<file path="config.mk">
export PLATFORM = sky130hd
export DESIGN_NAME = fpu_top
export DESIGN_NICKNAME = d
export VERILOG_FILES = /design/src/rtl/fpu_op_pkg.sv /design/src/rtl/fp_format_pkg.sv /design/src/rtl/fpu_top.sv /design/src/rtl/fpu_result_select.sv /design/src/rtl/fpu_delay_line.sv /design/src/rtl/fp_convert.sv /design/src/rtl/fp_mul.sv /design/src/rtl/fp_addsub.sv
export VERILOG_INCLUDE_DIRS = /design/src /design/src/rtl
export SDC_FILE = /design/constraint.sdc
export NUM_CORES = 2
export LEC_CHECK = 0
export ABC_CLOCK_PERIOD_IN_PS = 22200
export BUFFER_PORTS_ARGS = -buffer_cell sky130_fd_sc_hd__buf_2
export CORE_MARGIN = 10
export CORE_UTILIZATION = 40
export DETAILED_ROUTE_END_ITERATION = 6
export PLACE_DENSITY_LB_ADDON = 0.08
export RECOVER_POWER = 100
export SLEW_MARGIN = 5
export SYNTH_ARGS = -nofsm -noshare
export SYNTH_HDL_FRONTEND = slang
export SYNTH_SLANG_ARGS = --single-unit
</file>
<file path="constraint.sdc">
create_clock -name clk -period 22.2 [get_ports clk]
set_input_delay 1.11 -clock clk [delete_from_list [all_inputs] [get_ports clk]]
set_output_delay 1.11 -clock clk [all_outputs]
set_load 0.01 [all_outputs]
</file>
<file path="src/rtl/fpu_config.svh">
`ifndef FPU_CONFIG_SVH
`define FPU_CONFIG_SVH

// single-precision field widths
`define FP_EXP_W 8
`define FP_MAN_W 23

// exponent bias and the all-ones code used by inf and nan
`define FP_BIAS 127
`define FP_EXP_MAX 255

// guard, round and sticky bits carried into rounding
`define FP_GRS_W 3

// edges from issue to result at the top level
`define FPU_LATENCY 3

`endif
</file>
<file path="src/rtl/fpu_op_pkg.sv">
`default_nettype none
`include "fpu_config.svh"

package fpu_op_pkg;

	// code 3'd7 is left unused and reports invalid
	typedef enum logic [2:0] {
		OP_ADD  = 3'd0,
		OP_SUB  = 3'd1,
		OP_MUL  = 3'd2,
		OP_ABS  = 3'd3,
		OP_NEG  = 3'd4,
		OP_FTOI = 3'd5,
		OP_ITOF = 3'd6
	} fpu_op_t;

	typedef struct packed {
		logic ovf;
		logic nan;	// ftoi of a nan
		logic invalid;	// unused opcode
	} fpu_exc_t;

	typedef struct packed {
		logic [`FP_EXP_W+`FP_MAN_W:0] value;
		fpu_exc_t exc;
	} fpu_result_t;

endpackage

`default_nettype wire

</file>
<file path="src/rtl/fp_format_pkg.sv">
`default_nettype none
`include "fpu_config.svh"

package fp_format_pkg;

	// ieee-754 single-precision word
	typedef struct packed {
		logic sign;
		logic [`FP_EXP_W-1:0] exp;
		logic [`FP_MAN_W-1:0] man;
	} fp_word_t;

	// operand with hidden bit made explicit
	typedef struct packed {
		logic sign;
		logic [`FP_EXP_W-1:0] exp;	// 1 for subnormals
		logic [`FP_MAN_W:0] sig;	// hidden bit on top
	} fp_unpacked_t;

	typedef logic signed [31:0] int_word_t;

	function automatic fp_unpacked_t fp_unpack(input fp_word_t w);
		fp_unpacked_t u;
		u.sign = w.sign;
		u.exp = (w.exp == '0) ? `FP_EXP_W'(1) : w.exp;	// true exponent of a subnormal is -126
		u.sig = {(w.exp != '0), w.man};
		return u;
	endfunction

endpackage

`default_nettype wire

</file>
<file path="src/rtl/fpu_top.sv">
`timescale 1ns/100ps
`default_nettype none
`include "fpu_config.svh"

module fpu_top (
	input wire logic clk,
	input wire logic rstn,
	input wire fpu_op_pkg::fpu_op_t op,
	input wire fp_format_pkg::fp_word_t a,
	input wire fp_format_pkg::fp_word_t b,
	output fp_format_pkg::fp_word_t y,
	output fpu_op_pkg::fpu_exc_t exc
);
	import fp_format_pkg::*;
	import fpu_op_pkg::*;

	fp_word_t sum, product, to_float, magnitude, negated;
	int_word_t to_int;
	logic add_ovf, mul_ovf, int_ovf, int_nan;
	logic subtract;
	fpu_op_t op_q;
	fpu_result_t sel_result, out_result;

	assign subtract = (op == OP_SUB);

	//////////////////////////////////////////////////////////////////////
	// arithmetic units, one register each
	fp_addsub u_addsub (.clk, .rstn, .a, .b, .subtract, .sum, .ovf(add_ovf));
	fp_mul u_mul (.clk, .rstn, .a, .b, .product, .ovf(mul_ovf));
	fp_convert u_convert (
		.clk, .rstn, .a,
		.b(int_word_t'(b)),	// itof reads b as an integer
		.to_int, .int_ovf, .int_nan, .to_float, .magnitude, .negated
	);

	// opcode follows the unit registers
	fpu_delay_line #(.payload_t(fpu_op_t), .depth(1)) u_op_delay (
		.clk, .rstn, .d(op), .q(op_q)
	);

	fpu_result_select u_select (
		.op(op_q), .sum, .product, .to_float, .magnitude, .negated, .to_int,
		.add_ovf, .mul_ovf, .int_ovf, .int_nan, .result(sel_result)
	);

	// remaining pipeline stages
	fpu_delay_line #(.payload_t(fpu_result_t), .depth(`FPU_LATENCY - 1)) u_out_delay (
		.clk, .rstn, .d(sel_result), .q(out_result)
	);

	assign y = out_result.value;
	assign exc = out_result.exc;

endmodule

`default_nettype wire

</file>
<file path="src/rtl/fpu_result_select.sv">
`timescale 1ns/100ps
`default_nettype none

module fpu_result_select (
	input wire fpu_op_pkg::fpu_op_t op,	// already aligned to unit outputs
	input wire fp_format_pkg::fp_word_t sum,
	input wire fp_format_pkg::fp_word_t product,
	input wire fp_format_pkg::fp_word_t to_float,
	input wire fp_format_pkg::fp_word_t magnitude,
	input wire fp_format_pkg::fp_word_t negated,
	input wire fp_format_pkg::int_word_t to_int,
	input wire logic add_ovf,
	input wire logic mul_ovf,
	input wire logic int_ovf,
	input wire logic int_nan,
	output fpu_op_pkg::fpu_result_t result
);
	import fpu_op_pkg::*;

	always_comb begin
		result = '0;
		case (op)
			OP_ADD, OP_SUB: begin
				result.value = sum;
				result.exc.ovf = add_ovf;
			end
			OP_MUL: begin
				result.value = product;
				result.exc.ovf = mul_ovf;
			end
			OP_FTOI: begin
				result.value = to_int;
				result.exc.ovf = int_ovf;
				result.exc.nan = int_nan;
			end
			OP_ITOF: result.value = to_float;
			OP_ABS: result.value = magnitude;
			OP_NEG: result.value = negated;
			default: result.exc.invalid = 1'b1;	// value stays zero
		endcase
	end

endmodule

`default_nettype wire

</file>
<file path="src/rtl/fpu_delay_line.sv">
`timescale 1ns/100ps
`default_nettype none

module fpu_delay_line #(
	parameter type payload_t = logic,
	parameter int depth = 1
) (
	input wire logic clk,
	input wire logic rstn,
	input wire payload_t d,
	output payload_t q
);

	payload_t stage [depth];

	always_ff @(posedge clk) begin
		if (!rstn) begin
			for (int i = 0; i < depth; i++)
				stage[i] <= payload_t'(0);
		end else begin
			stage[0] <= d;
			for (int i = 1; i < depth; i++)
				stage[i] <= stage[i-1];	// shift toward q
		end
	end

	assign q = stage[depth-1];

endmodule

`default_nettype wire

</file>
<file path="src/rtl/fp_convert.sv">
`timescale 1ns/100ps
`default_nettype none
`include "fpu_config.svh"

module fp_convert (
	input wire logic clk,
	input wire logic rstn,
	input wire fp_format_pkg::fp_word_t a,
	input wire fp_format_pkg::int_word_t b,
	output fp_format_pkg::int_word_t to_int,
	output logic int_ovf,
	output logic int_nan,
	output fp_format_pkg::fp_word_t to_float,
	output fp_format_pkg::fp_word_t magnitude,
	output fp_format_pkg::fp_word_t negated
);
	import fp_format_pkg::*;

	localparam int int_w = 32;
	localparam int sig_w = `FP_MAN_W + 1;
	localparam logic [`FP_EXP_W-1:0] exp_ones = `FP_EXP_MAX;

	fp_unpacked_t ua;
	logic [int_w+sig_w-1:0] fixed;	// binary point above bit 24
	logic [int_w:0] int_rnd;
	logic is_nan, ti_ovf;
	int_word_t ti_next;
	logic [int_w-1:0] mag, lifted;
	logic [4:0] lz;
	logic rnd_up;
	logic [sig_w:0] rounded;
	logic [`FP_EXP_W-1:0] exp_i;
	logic [`FP_MAN_W-1:0] man_i;
	fp_word_t tf_next;

	//////////////////////////////////////////////////////////////////////
	// float to int, half away from zero
	always_comb begin
		ua = fp_unpack(a);
		is_nan = (a.exp == exp_ones) && (|a.man);
		if (a.exp == `FP_BIAS - 1)
			fixed = {{int_w{1'b0}}, ua.sig};	// 0.5 up to 1
		else
			fixed = {{(int_w-1){1'b0}}, ua.sig, 1'b0} << (a.exp - `FP_BIAS);
		int_rnd = {1'b0, fixed[int_w+sig_w-1 -: int_w]} + {{int_w{1'b0}}, fixed[sig_w-1]};

		ti_next = '0;
		ti_ovf = 1'b0;
		if (is_nan || a.exp < `FP_BIAS - 1)
			ti_ovf = 1'b0;
		else if (a.exp > `FP_BIAS + int_w - 1)
			ti_ovf = 1'b1;
		else if (a.sign && int_rnd == {2'b01, {(int_w-1){1'b0}}})
			ti_next = {1'b1, {(int_w-1){1'b0}}};	// exactly -2^31
		else if (int_rnd[int_w] | int_rnd[int_w-1])
			ti_ovf = 1'b1;
		else
			ti_next = a.sign ? ~int_rnd[int_w-1:0] + 1'b1 : int_rnd[int_w-1:0];
	end

	//////////////////////////////////////////////////////////////////////
	// int to float, nearest even
	always_comb begin
		mag = b[int_w-1] ? ~b + 1'b1 : b;
		lz = '0;
		for (int i = 0; i < int_w; i++) begin
			if (mag[i])
				lz = 5'(int_w - 1 - i);
		end
		lifted = mag << lz;	// leading one at bit 31
		rnd_up = lifted[int_w-sig_w-1] & (lifted[int_w-sig_w] | (|lifted[int_w-sig_w-2:0]));
		rounded = {1'b0, lifted[int_w-1 -: sig_w]} + {{sig_w{1'b0}}, rnd_up};
		exp_i = `FP_EXP_W'(`FP_BIAS + int_w - 1) - `FP_EXP_W'(lz) + `FP_EXP_W'(rounded[sig_w]);
		man_i = rounded[sig_w] ? rounded[sig_w-1:1] : rounded[sig_w-2:0];
		tf_next = (b == 0) ? '0 : {b[int_w-1], exp_i, man_i};
	end

	always_ff @(posedge clk) begin
		if (!rstn) begin
			to_int <= '0;
			int_ovf <= 1'b0;
			int_nan <= 1'b0;
			to_float <= '0;
			magnitude <= '0;
			negated <= '0;
		end else begin
			to_int <= ti_next;
			int_ovf <= ti_ovf;
			int_nan <= is_nan;
			to_float <= tf_next;
			magnitude <= {1'b0, a.exp, a.man};
			negated <= {~a.sign, a.exp, a.man};	// sign flip only, nan kept as is
		end
	end

endmodule

`default_nettype wire

</file>
<file path="src/rtl/fp_mul.sv">
`timescale 1ns/100ps
`default_nettype none
`include "fpu_config.svh"

module fp_mul (
	input wire logic clk,
	input wire logic rstn,
	input wire fp_format_pkg::fp_word_t a,
	input wire fp_format_pkg::fp_word_t b,
	output fp_format_pkg::fp_word_t product,
	output logic ovf
);
	import fp_format_pkg::*;

	localparam int sig_w = `FP_MAN_W + 1;
	localparam int prod_w = 2 * sig_w;
	localparam logic [`FP_EXP_W-1:0] exp_ones = `FP_EXP_MAX;

	fp_unpacked_t ua, ub;
	logic sy;
	logic [prod_w-1:0] prod, lifted, m48;
	logic [5:0] lz;
	logic signed [10:0] e_norm;	// biased, may go negative
	logic [10:0] rs_full, e1, e2;
	logic [5:0] rs;
	logic [2*prod_w-1:0] wide;
	logic subnormal, rnd_up, res_ovf;
	logic [sig_w:0] rounded;
	logic a_spec, b_spec, nan_a, nan_b, a_zero, b_zero;
	fp_word_t res, y_next;

	always_comb begin
		ua = fp_unpack(a);
		ub = fp_unpack(b);
		sy = a.sign ^ b.sign;
		prod = ua.sig * ub.sig;

		// leading one of the raw product, covers subnormal inputs too
		lz = 6'(prod_w);
		for (int i = 0; i < prod_w; i++) begin
			if (prod[i])
				lz = 6'(prod_w - 1 - i);
		end
		lifted = prod << lz;
		e_norm = 11'(ua.exp) + 11'(ub.exp) - 11'(`FP_BIAS - 1) - 11'(lz);

		//////////////////////////////////////////////////////////////////////
		// below normal range: shift right into a subnormal
		subnormal = e_norm < 1;
		rs_full = 11'(1) - e_norm;
		rs = (rs_full > 11'd50) ? 6'd50 : rs_full[5:0];
		wide = {lifted, {prod_w{1'b0}}} >> rs;
		m48 = subnormal ? {wide[2*prod_w-1 -: prod_w-1], |wide[prod_w:0]} : lifted;
		e1 = subnormal ? 11'd1 : e_norm;

		// nearest even on bit 24, guard at 23
		rnd_up = m48[prod_w-sig_w-1] & (m48[prod_w-sig_w] | (|m48[prod_w-sig_w-2:0]));
		rounded = {1'b0, m48[prod_w-1 -: sig_w]} + {{sig_w{1'b0}}, rnd_up};
		e2 = e1 + {10'b0, rounded[sig_w]};
		res_ovf = e2 >= `FP_EXP_MAX;

		res.sign = sy;
		res.exp = (rounded[sig_w] | rounded[sig_w-1]) ? e2[`FP_EXP_W-1:0] : '0;
		res.man = rounded[sig_w] ? rounded[sig_w-1:1] : rounded[sig_w-2:0];

		//////////////////////////////////////////////////////////////////////
		// special operands
		a_spec = a.exp == exp_ones;
		b_spec = b.exp == exp_ones;
		nan_a = a_spec & (|a.man);
		nan_b = b_spec & (|b.man);
		a_zero = {a.exp, a.man} == '0;
		b_zero = {b.exp, b.man} == '0;
		if (nan_a && !b_spec)
			y_next = {a.sign, exp_ones, 1'b1, a.man[`FP_MAN_W-2:0]};
		else if (nan_b && !a_spec)
			y_next = {b.sign, exp_ones, 1'b1, b.man[`FP_MAN_W-2:0]};
		else if ((a_spec && b_zero) || (a_zero && b_spec))
			y_next = {1'b1, exp_ones, 1'b1, {(`FP_MAN_W-1){1'b0}}};	// inf * 0
		else if (nan_b)
			y_next = {b.sign, exp_ones, 1'b1, b.man[`FP_MAN_W-2:0]};
		else if (nan_a)
			y_next = {a.sign, exp_ones, 1'b1, a.man[`FP_MAN_W-2:0]};
		else if (a_spec || b_spec || res_ovf)
			y_next = {sy, exp_ones, {`FP_MAN_W{1'b0}}};	// signed inf
		else
			y_next = res;
	end

	always_ff @(posedge clk) begin
		if (!rstn) begin
			product <= '0;
			ovf <= 1'b0;
		end else begin
			product <= y_next;
			ovf <= !a_spec && !b_spec && res_ovf;
		end
	end

endmodule

`default_nettype wire

</file>
<file path="src/rtl/fp_addsub.sv">
`timescale 1ns/100ps
`default_nettype none
`include "fpu_config.svh"

module fp_addsub (
	input wire logic clk,
	input wire logic rstn,
	input wire fp_format_pkg::fp_word_t a,
	input wire fp_format_pkg::fp_word_t b,
	input wire logic subtract,	// 1 gives a - b
	output fp_format_pkg::fp_word_t sum,
	output logic ovf
);
	import fp_format_pkg::*;

	localparam int sig_w = `FP_MAN_W + 1;
	localparam int ext_w = sig_w + `FP_GRS_W;
	localparam logic [`FP_EXP_W-1:0] exp_ones = `FP_EXP_MAX;

	fp_unpacked_t ua, ub, uw, ul;	// w is the larger magnitude
	logic sb, eff_sub, a_ge, a_eq;
	logic [`FP_EXP_W-1:0] eshift;
	logic [5:0] sh;
	logic [sig_w+ext_w-1:0] wide;
	logic [ext_w-1:0] aligned, norm;
	logic [ext_w:0] raw;	// carry + significand + grs
	logic [4:0] lz;
	logic [`FP_EXP_W:0] exp1, exp2;
	logic rnd_up, res_sign, res_ovf;
	logic [sig_w:0] rounded;
	logic a_spec, b_spec, nan_a, nan_b;
	fp_word_t res, y_next;

	always_comb begin
		ua = fp_unpack(a);
		ub = fp_unpack(b);
		sb = b.sign ^ subtract;
		eff_sub = a.sign ^ sb;
		a_ge = {a.exp, a.man} >= {b.exp, b.man};
		a_eq = {a.exp, a.man} == {b.exp, b.man};
		uw = a_ge ? ua : ub;
		ul = a_ge ? ub : ua;

		//////////////////////////////////////////////////////////////////////
		// alignment of the smaller operand
		eshift = uw.exp - ul.exp;
		sh = (eshift > `FP_EXP_W'(ext_w)) ? 6'(ext_w) : eshift[5:0];
		wide = {ul.sig, {ext_w{1'b0}}} >> sh;
		aligned = {wide[sig_w+ext_w-1 -: ext_w-1], |wide[sig_w:0]};	// fold sticky

		if (eff_sub)
			raw = {1'b0, uw.sig, {`FP_GRS_W{1'b0}}} - {1'b0, aligned};
		else
			raw = {1'b0, uw.sig, {`FP_GRS_W{1'b0}}} + {1'b0, aligned};

		// leading zeros below the carry bit
		lz = 5'(ext_w);
		for (int i = 0; i < ext_w; i++) begin
			if (raw[i])
				lz = 5'(ext_w - 1 - i);
		end

		//////////////////////////////////////////////////////////////////////
		// normalize, never below exponent 1
		if (raw[ext_w]) begin
			norm = {raw[ext_w:2], |raw[1:0]};
			exp1 = {1'b0, uw.exp} + 1'b1;
		end else if ({3'b0, lz} < uw.exp) begin
			norm = raw[ext_w-1:0] << lz;
			exp1 = {1'b0, uw.exp} - {4'b0, lz};
		end else begin
			norm = raw[ext_w-1:0] << (uw.exp - 1'b1);	// ends up subnormal
			exp1 = `FP_EXP_W'(1);
		end

		// round to nearest even
		rnd_up = norm[`FP_GRS_W-1] & (norm[`FP_GRS_W] | (|norm[`FP_GRS_W-2:0]));
		rounded = {1'b0, norm[ext_w-1:`FP_GRS_W]} + {{sig_w{1'b0}}, rnd_up};
		exp2 = exp1 + {{`FP_EXP_W{1'b0}}, rounded[sig_w]};
		res_ovf = exp2 >= `FP_EXP_MAX;

		// equal magnitudes cancel to +0
		res_sign = !eff_sub ? a.sign : a_eq ? 1'b0 : a_ge ? a.sign : sb;
		res.sign = res_sign;
		res.exp = (rounded[sig_w] | rounded[sig_w-1]) ? exp2[`FP_EXP_W-1:0] : '0;
		res.man = rounded[sig_w] ? rounded[sig_w-1:1] : rounded[sig_w-2:0];
		if (res_ovf) begin
			res.exp = exp_ones;
			res.man = '0;
		end

		//////////////////////////////////////////////////////////////////////
		// inf and nan
		a_spec = a.exp == exp_ones;
		b_spec = b.exp == exp_ones;
		nan_a = a_spec & (|a.man);
		nan_b = b_spec & (|b.man);
		if (a_spec && !b_spec)
			y_next = {a.sign, exp_ones, nan_a, a.man[`FP_MAN_W-2:0]};
		else if (!a_spec && b_spec)
			y_next = {sb, exp_ones, nan_b, b.man[`FP_MAN_W-2:0]};
		else if (nan_b)
			y_next = {b.sign, exp_ones, 1'b1, b.man[`FP_MAN_W-2:0]};
		else if (nan_a)
			y_next = {a.sign, exp_ones, 1'b1, a.man[`FP_MAN_W-2:0]};
		else if (a_spec && !eff_sub)
			y_next = {a.sign, exp_ones, {`FP_MAN_W{1'b0}}};
		else if (a_spec)
			y_next = {1'b1, exp_ones, 1'b1, {(`FP_MAN_W-1){1'b0}}};	// inf - inf
		else
			y_next = res;
	end

	always_ff @(posedge clk) begin
		if (!rstn) begin
			sum <= '0;
			ovf <= 1'b0;
		end else begin
			sum <= y_next;
			ovf <= !a_spec && !b_spec && res_ovf;
		end
	end

endmodule

`default_nettype wire

</file>
* Word level (Yosys, flattened, before mapping) *
Memories as Yosys holds them, arrays and structs flattened.
Cells that the tools add are included.

word-level totals
  bits in latches = 0
  memory bits (read-only) = 0
  RAM bits = 73
  output and inout bits = 35
  word-level logic and storage cells = 291
  flip-flop bits (word level) = 164
  memories kept = 2

operators by class
  multiplexer cells = 159
  $add $sub $neg = 21
  reductions and logical operators = 42
  bitwise logic cells = 20
  $mul = 1
  shift-type cells = 7
  equality and inequality tests = 12
  order comparisons = 9
  divide/modulo/power cells = 0

memories
  memory             words  bits a word  rd ports  clocked after Yosys merged registers in  write ports  line                  text
  u_out_delay.stage  2      35           2         0                                        2            fpu_delay_line.sv:14  payload_t stage [depth];
  u_op_delay.stage   1      3            1         0                                        1            fpu_delay_line.sv:14

operator list
  kind                                                   count
  2-to-1 mux 32 bit                                      17
  2-to-1 mux 5 bit                                       64
  2-to-1 mux 6 bit                                       34
  one-hot mux 32 bit (6 select lines)                    1
  >> shifter 96 x 6 -> 96 bit                            1
  adder 24 x 1 -> 25 bit                                 3
  2-to-1 mux 35 bit                                      2
  2-to-1 mux 23 bit                                      3
  OR reduction 23 bit                                    3
  adder 32 x 1 -> 32 bit, second input constant          2
  NOT 32 bit                                             2
  logical NOT 31 bit                                     2
  2-to-1 mux 31 bit                                      2
  2-to-1 mux 56 bit                                      1
  left shift 25 x 32 -> 56 bit                           1
  2-to-1 mux 27 bit                                      2
  >> shifter 51 x 6 -> 51 bit                            1
  OR reduction 49 bit                                    1
  multiplier 24 x 24 -> 48 bit                           1
  2-to-1 mux 48 bit                                      1
  left shift 48 x 6 -> 48 bit                            1
  adder 32 x 1 -> 33 bit                                 1
  equality test 33 x 32 -> 1 bit, second input constant  1
  logical NOT 32 bit                                     1
  other kinds (57)                                       123

* Longest topological paths before layout *
  word-level depth = 70
  depth in mapped cells = 92
  gate-level depth less buffers = 79

* By module *
A second synthesis with hierarchy kept.

second synthesis, totals
  cells, all modules = 8384
  area, all modules = 63130.5 µm²

by module, submodules not included
  module                        area an instance (µm²)  times used  cells an instance
  fp_mul                        33098.0                 1           4297
  fp_addsub                     13643.1                 1           2054
  fp_convert                    12348.1                 1           1611
  fpu_delay_line (u_out_delay)  2190.9                  1           182
  fpu_result_select             1759.2                  1           233
  fpu_delay_line (u_op_delay)   78.8                    1           6
  fpu_top                       12.5                    1           1

* Worst setup path after synthesis *
No wires, ideal clock.

  path type = input to register
  from = input a[25] (netlist bit)
  to = register u_mul.product[25] (netlist name)
  stages on the path = 74
  library setup time = 132 ps
  slack = 3946 ps
  arrival = 18121 ps
  data required time = 22068 ps
  buffers on the path = 13
  path through = clkbuf_1 -> nor4_2 -> and3_1 -> clkbuf_1 -> clkbuf_1 -> nor2_1 -> fa_1 -> inv_1 -> fa_1 -> fa_1 -> fa_1 -> fa_1 -> fa_1 -> fa_1 -> inv_1 -> ha_1 -> clkbuf_1 -> a21o_1 -> [... 38 more ...] -> a21o_1 -> o2111ai_1 -> or4_1 -> nor4_1 -> ha_1 -> ha_1 -> nand3_1 -> nor2_1 -> xor2_1 -> nand2_1 -> nor2_1 -> nand3_1 -> o211ai_1 -> nor2_1 -> a21boi_1 -> buf_2 -> a21o_1 -> a21oi_1

between the ends
  cells in the longest elaborated chain, start to end = 47

ends and longest elaborated chain
  element                                                line                 text
  from (decl)                                            fpu_top.sv:9         input wire fp_format_pkg::fp_word_t a,
  nonzero test 8 bit                                     fp_format_pkg.sv:26  u.sig = {(w.exp != '0), w.man};
  multiplier 24 x 24 -> 48 bit                           fp_mul.sv:36         prod = ua.sig * ub.sig;
  2-to-1 mux 6 bit (25 in a row)                         fp_mul.sv:41         if (prod[i])
  subtractor 11 x 6 -> 11 bit                            fp_mul.sv:45         e_norm = 11'(ua.exp) + 11'(ub.exp) - 11'(`FP_BIAS - 1) - 11'(lz);
  subtractor 2 x 11 -> 11 bit                            fp_mul.sv:50         rs_full = 11'(1) - e_norm;
  > comparator 11 x 6 -> 1 bit                           fp_mul.sv:51         rs = (rs_full > 11'd50) ? 6'd50 : rs_full[5:0];
  2-to-1 mux 6 bit                                       fp_mul.sv:51
  >> shifter 96 x 6 -> 96 bit                            fp_mul.sv:52         wide = {lifted, {prod_w{1'b0}}} >> rs;
  [... 7 more ...]                                       n/a
  greater-or-equal comparator 11 x 8 -> 1 bit (no line)  n/a
  logical OR 1 bit                                       fp_mul.sv:84         else if (a_spec || b_spec || res_ovf)
  2-to-1 mux 31 bit                                      fp_mul.sv:84
  2-to-1 mux 32 bit                                      fp_mul.sv:82         else if (nan_a)
  2-to-1 mux 32 bit                                      fp_mul.sv:80         else if (nan_b)
  2-to-1 mux 32 bit                                      fp_mul.sv:78         else if ((a_spec && b_zero) || (a_zero && b_spec))
  2-to-1 mux 32 bit                                      fp_mul.sv:76         else if (nan_b && !a_spec)
  2-to-1 mux 32 bit (*)                                  fp_mul.sv:74         if (nan_a && !b_spec)

Every way passes the cells marked *; elsewhere a longest branch is shown, timed or not.
A chain may end at the register's enable or synchronous reset.

* Final worst setup path *
  from = input b[9] (netlist bit)
  to = register u_addsub.sum[10] (netlist name)

between the ends
  cells in the longest elaborated chain, start to end = 52

ends and longest elaborated chain
  element                                                                         line                              text
  from (decl)                                                                     fpu_top.sv:10                     input wire fp_format_pkg::fp_word_t b,
  greater-or-equal comparator 31 bit                                              fp_addsub.sv:39                   a_ge = {a.exp, a.man} >= {b.exp, b.man};
  2-to-1 mux 32 bit (on tied branches)                                            fp_addsub.sv:41, fp_addsub.sv:42
  subtractor 8 bit                                                                fp_addsub.sv:46                   eshift = uw.exp - ul.exp;
  > comparator 8 x 5 -> 1 bit                                                     fp_addsub.sv:47                   sh = (eshift > `FP_EXP_W'(ext_w)) ? 6'(ext_w) : eshift[5:0];
  2-to-1 mux 6 bit                                                                fp_addsub.sv:47
  >> shifter 51 x 6 -> 51 bit                                                     fp_addsub.sv:48                   wide = {ul.sig, {ext_w{1'b0}}} >> sh;
  OR reduction 25 bit                                                             fp_addsub.sv:49                   aligned = {wide[sig_w+ext_w-1 -: ext_w-1], |wide[sig_w:0]};
  adder 27 x 27 -> 28 bit / subtractor 27 x 27 -> 28 bit (equally long branches)  fp_addsub.sv:54, fp_addsub.sv:52
  [... 36 more ...]                                                               n/a
  greater-or-equal comparator 9 x 8 -> 1 bit (no line)                            n/a
  2-to-1 mux 31 bit                                                               fp_addsub.sv:87                   if (res_ovf) begin
  2-to-1 mux 32 bit                                                               fp_addsub.sv:108                  else if (a_spec)
  2-to-1 mux 32 bit                                                               fp_addsub.sv:106                  else if (a_spec && !eff_sub)
  2-to-1 mux 32 bit                                                               fp_addsub.sv:104                  else if (nan_a)
  2-to-1 mux 32 bit (*)                                                           fp_addsub.sv:102                  else if (nan_b)
  2-to-1 mux 32 bit (*)                                                           fp_addsub.sv:100                  else if (!a_spec && b_spec)
  2-to-1 mux 32 bit (*)                                                           fp_addsub.sv:98                   if (a_spec && !b_spec)

Marks and branches as above.

==> reports/qor.txt <==
Count leader, synth: nor2_1
Ys Warns: 0
Initial Util: 0.402
Register area share after synthesis: 0.0834
Detail Placement HPWL: 237000 microns
Number of global-route vias before repair: 59100
Crit-path slowest cell: nor3_1
Antenna violations before repair: 23
Crit path launch type: input port
DR vias/cell: 6.58
Placer Congestion: 1.03
Routed wire length: 297000 microns
Run status: finished, violations left
Final Cell Area: 0.0602 sq mm
DRC: 11
CTS Buffer Depth: 3
Crit Path Category: input port to register
Synthesized Nets: 8602
CTS sink count: 237
Via count: 62100
Multi-input gate area: 0.0473 sq mm
Critical path's largest stage delay: 1.02 ns
EDFF count, synth: 0
Area Overhead vs Synth: 5.78%
CP dominant cell by count: a21oi_1
Global-route usage over all layers: 0.359
Number of setup violations in the final report: 0
Post-Place Cell Area: 0.0593 sq mm
Nets: 8400
Synth top area share: 0.171
Delay-heaviest family, CP: compound AO/OA/AOI/OAI gates
Placed cell count: 9374
CTS root buf: clkbuf_16
FF-to-FF setup slack: 19.67 ns
Max-slew headroom: -1.48
Final setup TNS: 0 ns
CP endpoint kind: register
H-tree depth: 1
Clock transition at the registers of the reported paths: 0.07 ns
Clk_lat worst skew: 0.52 ns
Core Footprint: 0.141 sq mm
Highest Clock Rate: 47.2 MHz
Unrepaired setup endpoints after global routing: no
Final Util: 0.426
Boundary Pins: 104
CTS tree: yes
CP arrival: 21.57 ns
Top post-synthesis cells by area: fa_1, dfxtp_1, ha_1
Die area: 0.158 sq mm
Antenna Violating Nets Remaining: 0
Post-synth ARST share: 0
Final period util: 0.955
Area leader, netlist: fa_1
Worst-path fanout max: 25
Post-synth top flop: dfxtp_1
FF+latch count, synth: 237
Post-Syn Area per Cell: 7.37 sq um
First DRT Iteration DRCs: 8217
Worst Hold Class: register to register
Failing checks: DRC, capacitance limit, slew limit
Worst EP required: 22.57 ns
Die X: 397 microns
Share of layout cells above drive strength 1: 0.0799
CTS buffer count: 22
TritonRoute pass-1 iters: 7
Total grt overflow: 0
Final Hold Fails: 0
Slew @ Worst Pin: 3.72 ns
First-pass GRT wire length: 427000 microns
Worst Skew: 0.0126 ns
Crit path time final: 21.20 ns
Wirelength per Cell: 31.5 microns
Finished Layout Cells: 9437
Fillers: 14800
FF/Latch Area: 0.00474 sq mm
Port bufs: 103
Netlist cell types: 130
Buf/Inv on CP: 7
Max-slew violations: 122
Max cap viols: 2
# rows: 138
Die height: 397 microns
Mapped Area: 0.0569 sq mm
Largest net degree at the start of global routing: 86
Top cells by count, synth: nor2_1, nand2_1, inv_1
Post-synthesis instance total: 7722
## flip-flops by register name, indices dropped and copies added (netlist names)
signal and flops:
u_out_delay.stage 70, u_addsub.sum 32, u_convert.to_float 32, u_convert.to_int 32, u_mul.product 32, u_convert.magnitude 23
u_convert.negated 9, u_op_delay.stage 3, u_addsub.ovf 1, u_convert.int_nan 1, u_convert.int_ovf 1, u_mul.ovf 1
## worst register-to-register path: cells and delay by family, from the launching register on
kind | cells | cell delay, ns
buf+inv | 1 | 1.07
flops | 1 | 0.63
simple gates | 3 | 0.60
## kinds of logic after synthesis
kind of cell             after synthesis  share of synthesized area
AND/OR/NAND/NOR                     2819                      0.244
flip-flops                           237                     0.0834
XOR/XNOR                             249                     0.0392
multiplexers                         218                     0.0443
AO/OA/AOI/OAI                       2107                      0.256
adder cells (fa/ha/maj)              811                      0.242
buffers and inverters               1281                     0.0898
## routing by layer
| metal | vias up | GRT usage | part of all wire |
|---|---|---|---|
| met1 | 30700 | 0.510 | 0.43 |
| li1 | 26900 | - | - |
| met3 | 709 | 0.0813 | 0.11 |
| met2 | 3842 | 0.522 | 0.41 |
| met5 | - | 0 | 0.00027 |
| met4 | 14 | 0.145 | 0.050 |
## area by class of cell
type	count	area share
clock inverter	11	0.00256
sequential	237	0.0788
clock buffer	27	0.0103
multi-input combinational	6204	0.786
antenna	13	0.000541
timing repair buffer	347	0.0379
tap	1890	0.0393
inverter	708	0.0446
## final timing paths
path	from	to	cells after the start
max reg2reg	u_op_delay.stage[0][2]	u_out_delay.stage[0][34]	4
min	u_out_delay.stage[0][29]	u_out_delay.stage[0][64]	1
min reg2reg	u_out_delay.stage[0][29]	u_out_delay.stage[0][64]	1
max	b[9]	u_addsub.sum[10]	75
## placed cells by master (no fill, tap or decap), types with 45 or more instances in the layout
cell	netlist	routed
nand2b_1	57	57
o31ai_1	75	74
nand3_1	221	219
nand2_1	702	697
inv_1	685	684
and2_1	433	394
a22oi_1	113	113
nor4_1	72	71
mux2i_1	153	152
a31oi_1	135	134
clkbuf_1	432	45
xnor2_1	159	155
a21o_1	92	91
or3_1	49	49
nor3_1	207	201
o22ai_1	89	88
dfxtp_1	237	237
o21ai_0	386	386
ha_1	325	325
buf_2	53	64
nor2_1	725	719
buf_4	44	236
fa_1	486	486
o221ai_1	46	46
and3_1	83	83
xor2_1	85	83
a21oi_1	391	387
o211ai_1	89	89
a211oi_1	78	78
o21a_1	50	50
nand4_1	70	70
## timing repair
item                                    in CTS  in global routing
endpoints found under the setup margin       0                 32
hold endpoints to repair                     0                  0
hold buffers                                 0                  0
setup buffers                                0                 12
resized for setup                            0                 25
## metrics by stage
stage               setup WS [ns]  hold slack, ns
detailed placement         -0.227           0.418
CTS                         0.197           0.431
global placement            -1.07           0.413
global route                0.119           0.446
finish                      0.995           0.430
floorplan                    3.95           0.412
Power is not shown: default switching activity piles up to over one toggle a cycle in this logic, so the estimate is an artifact.
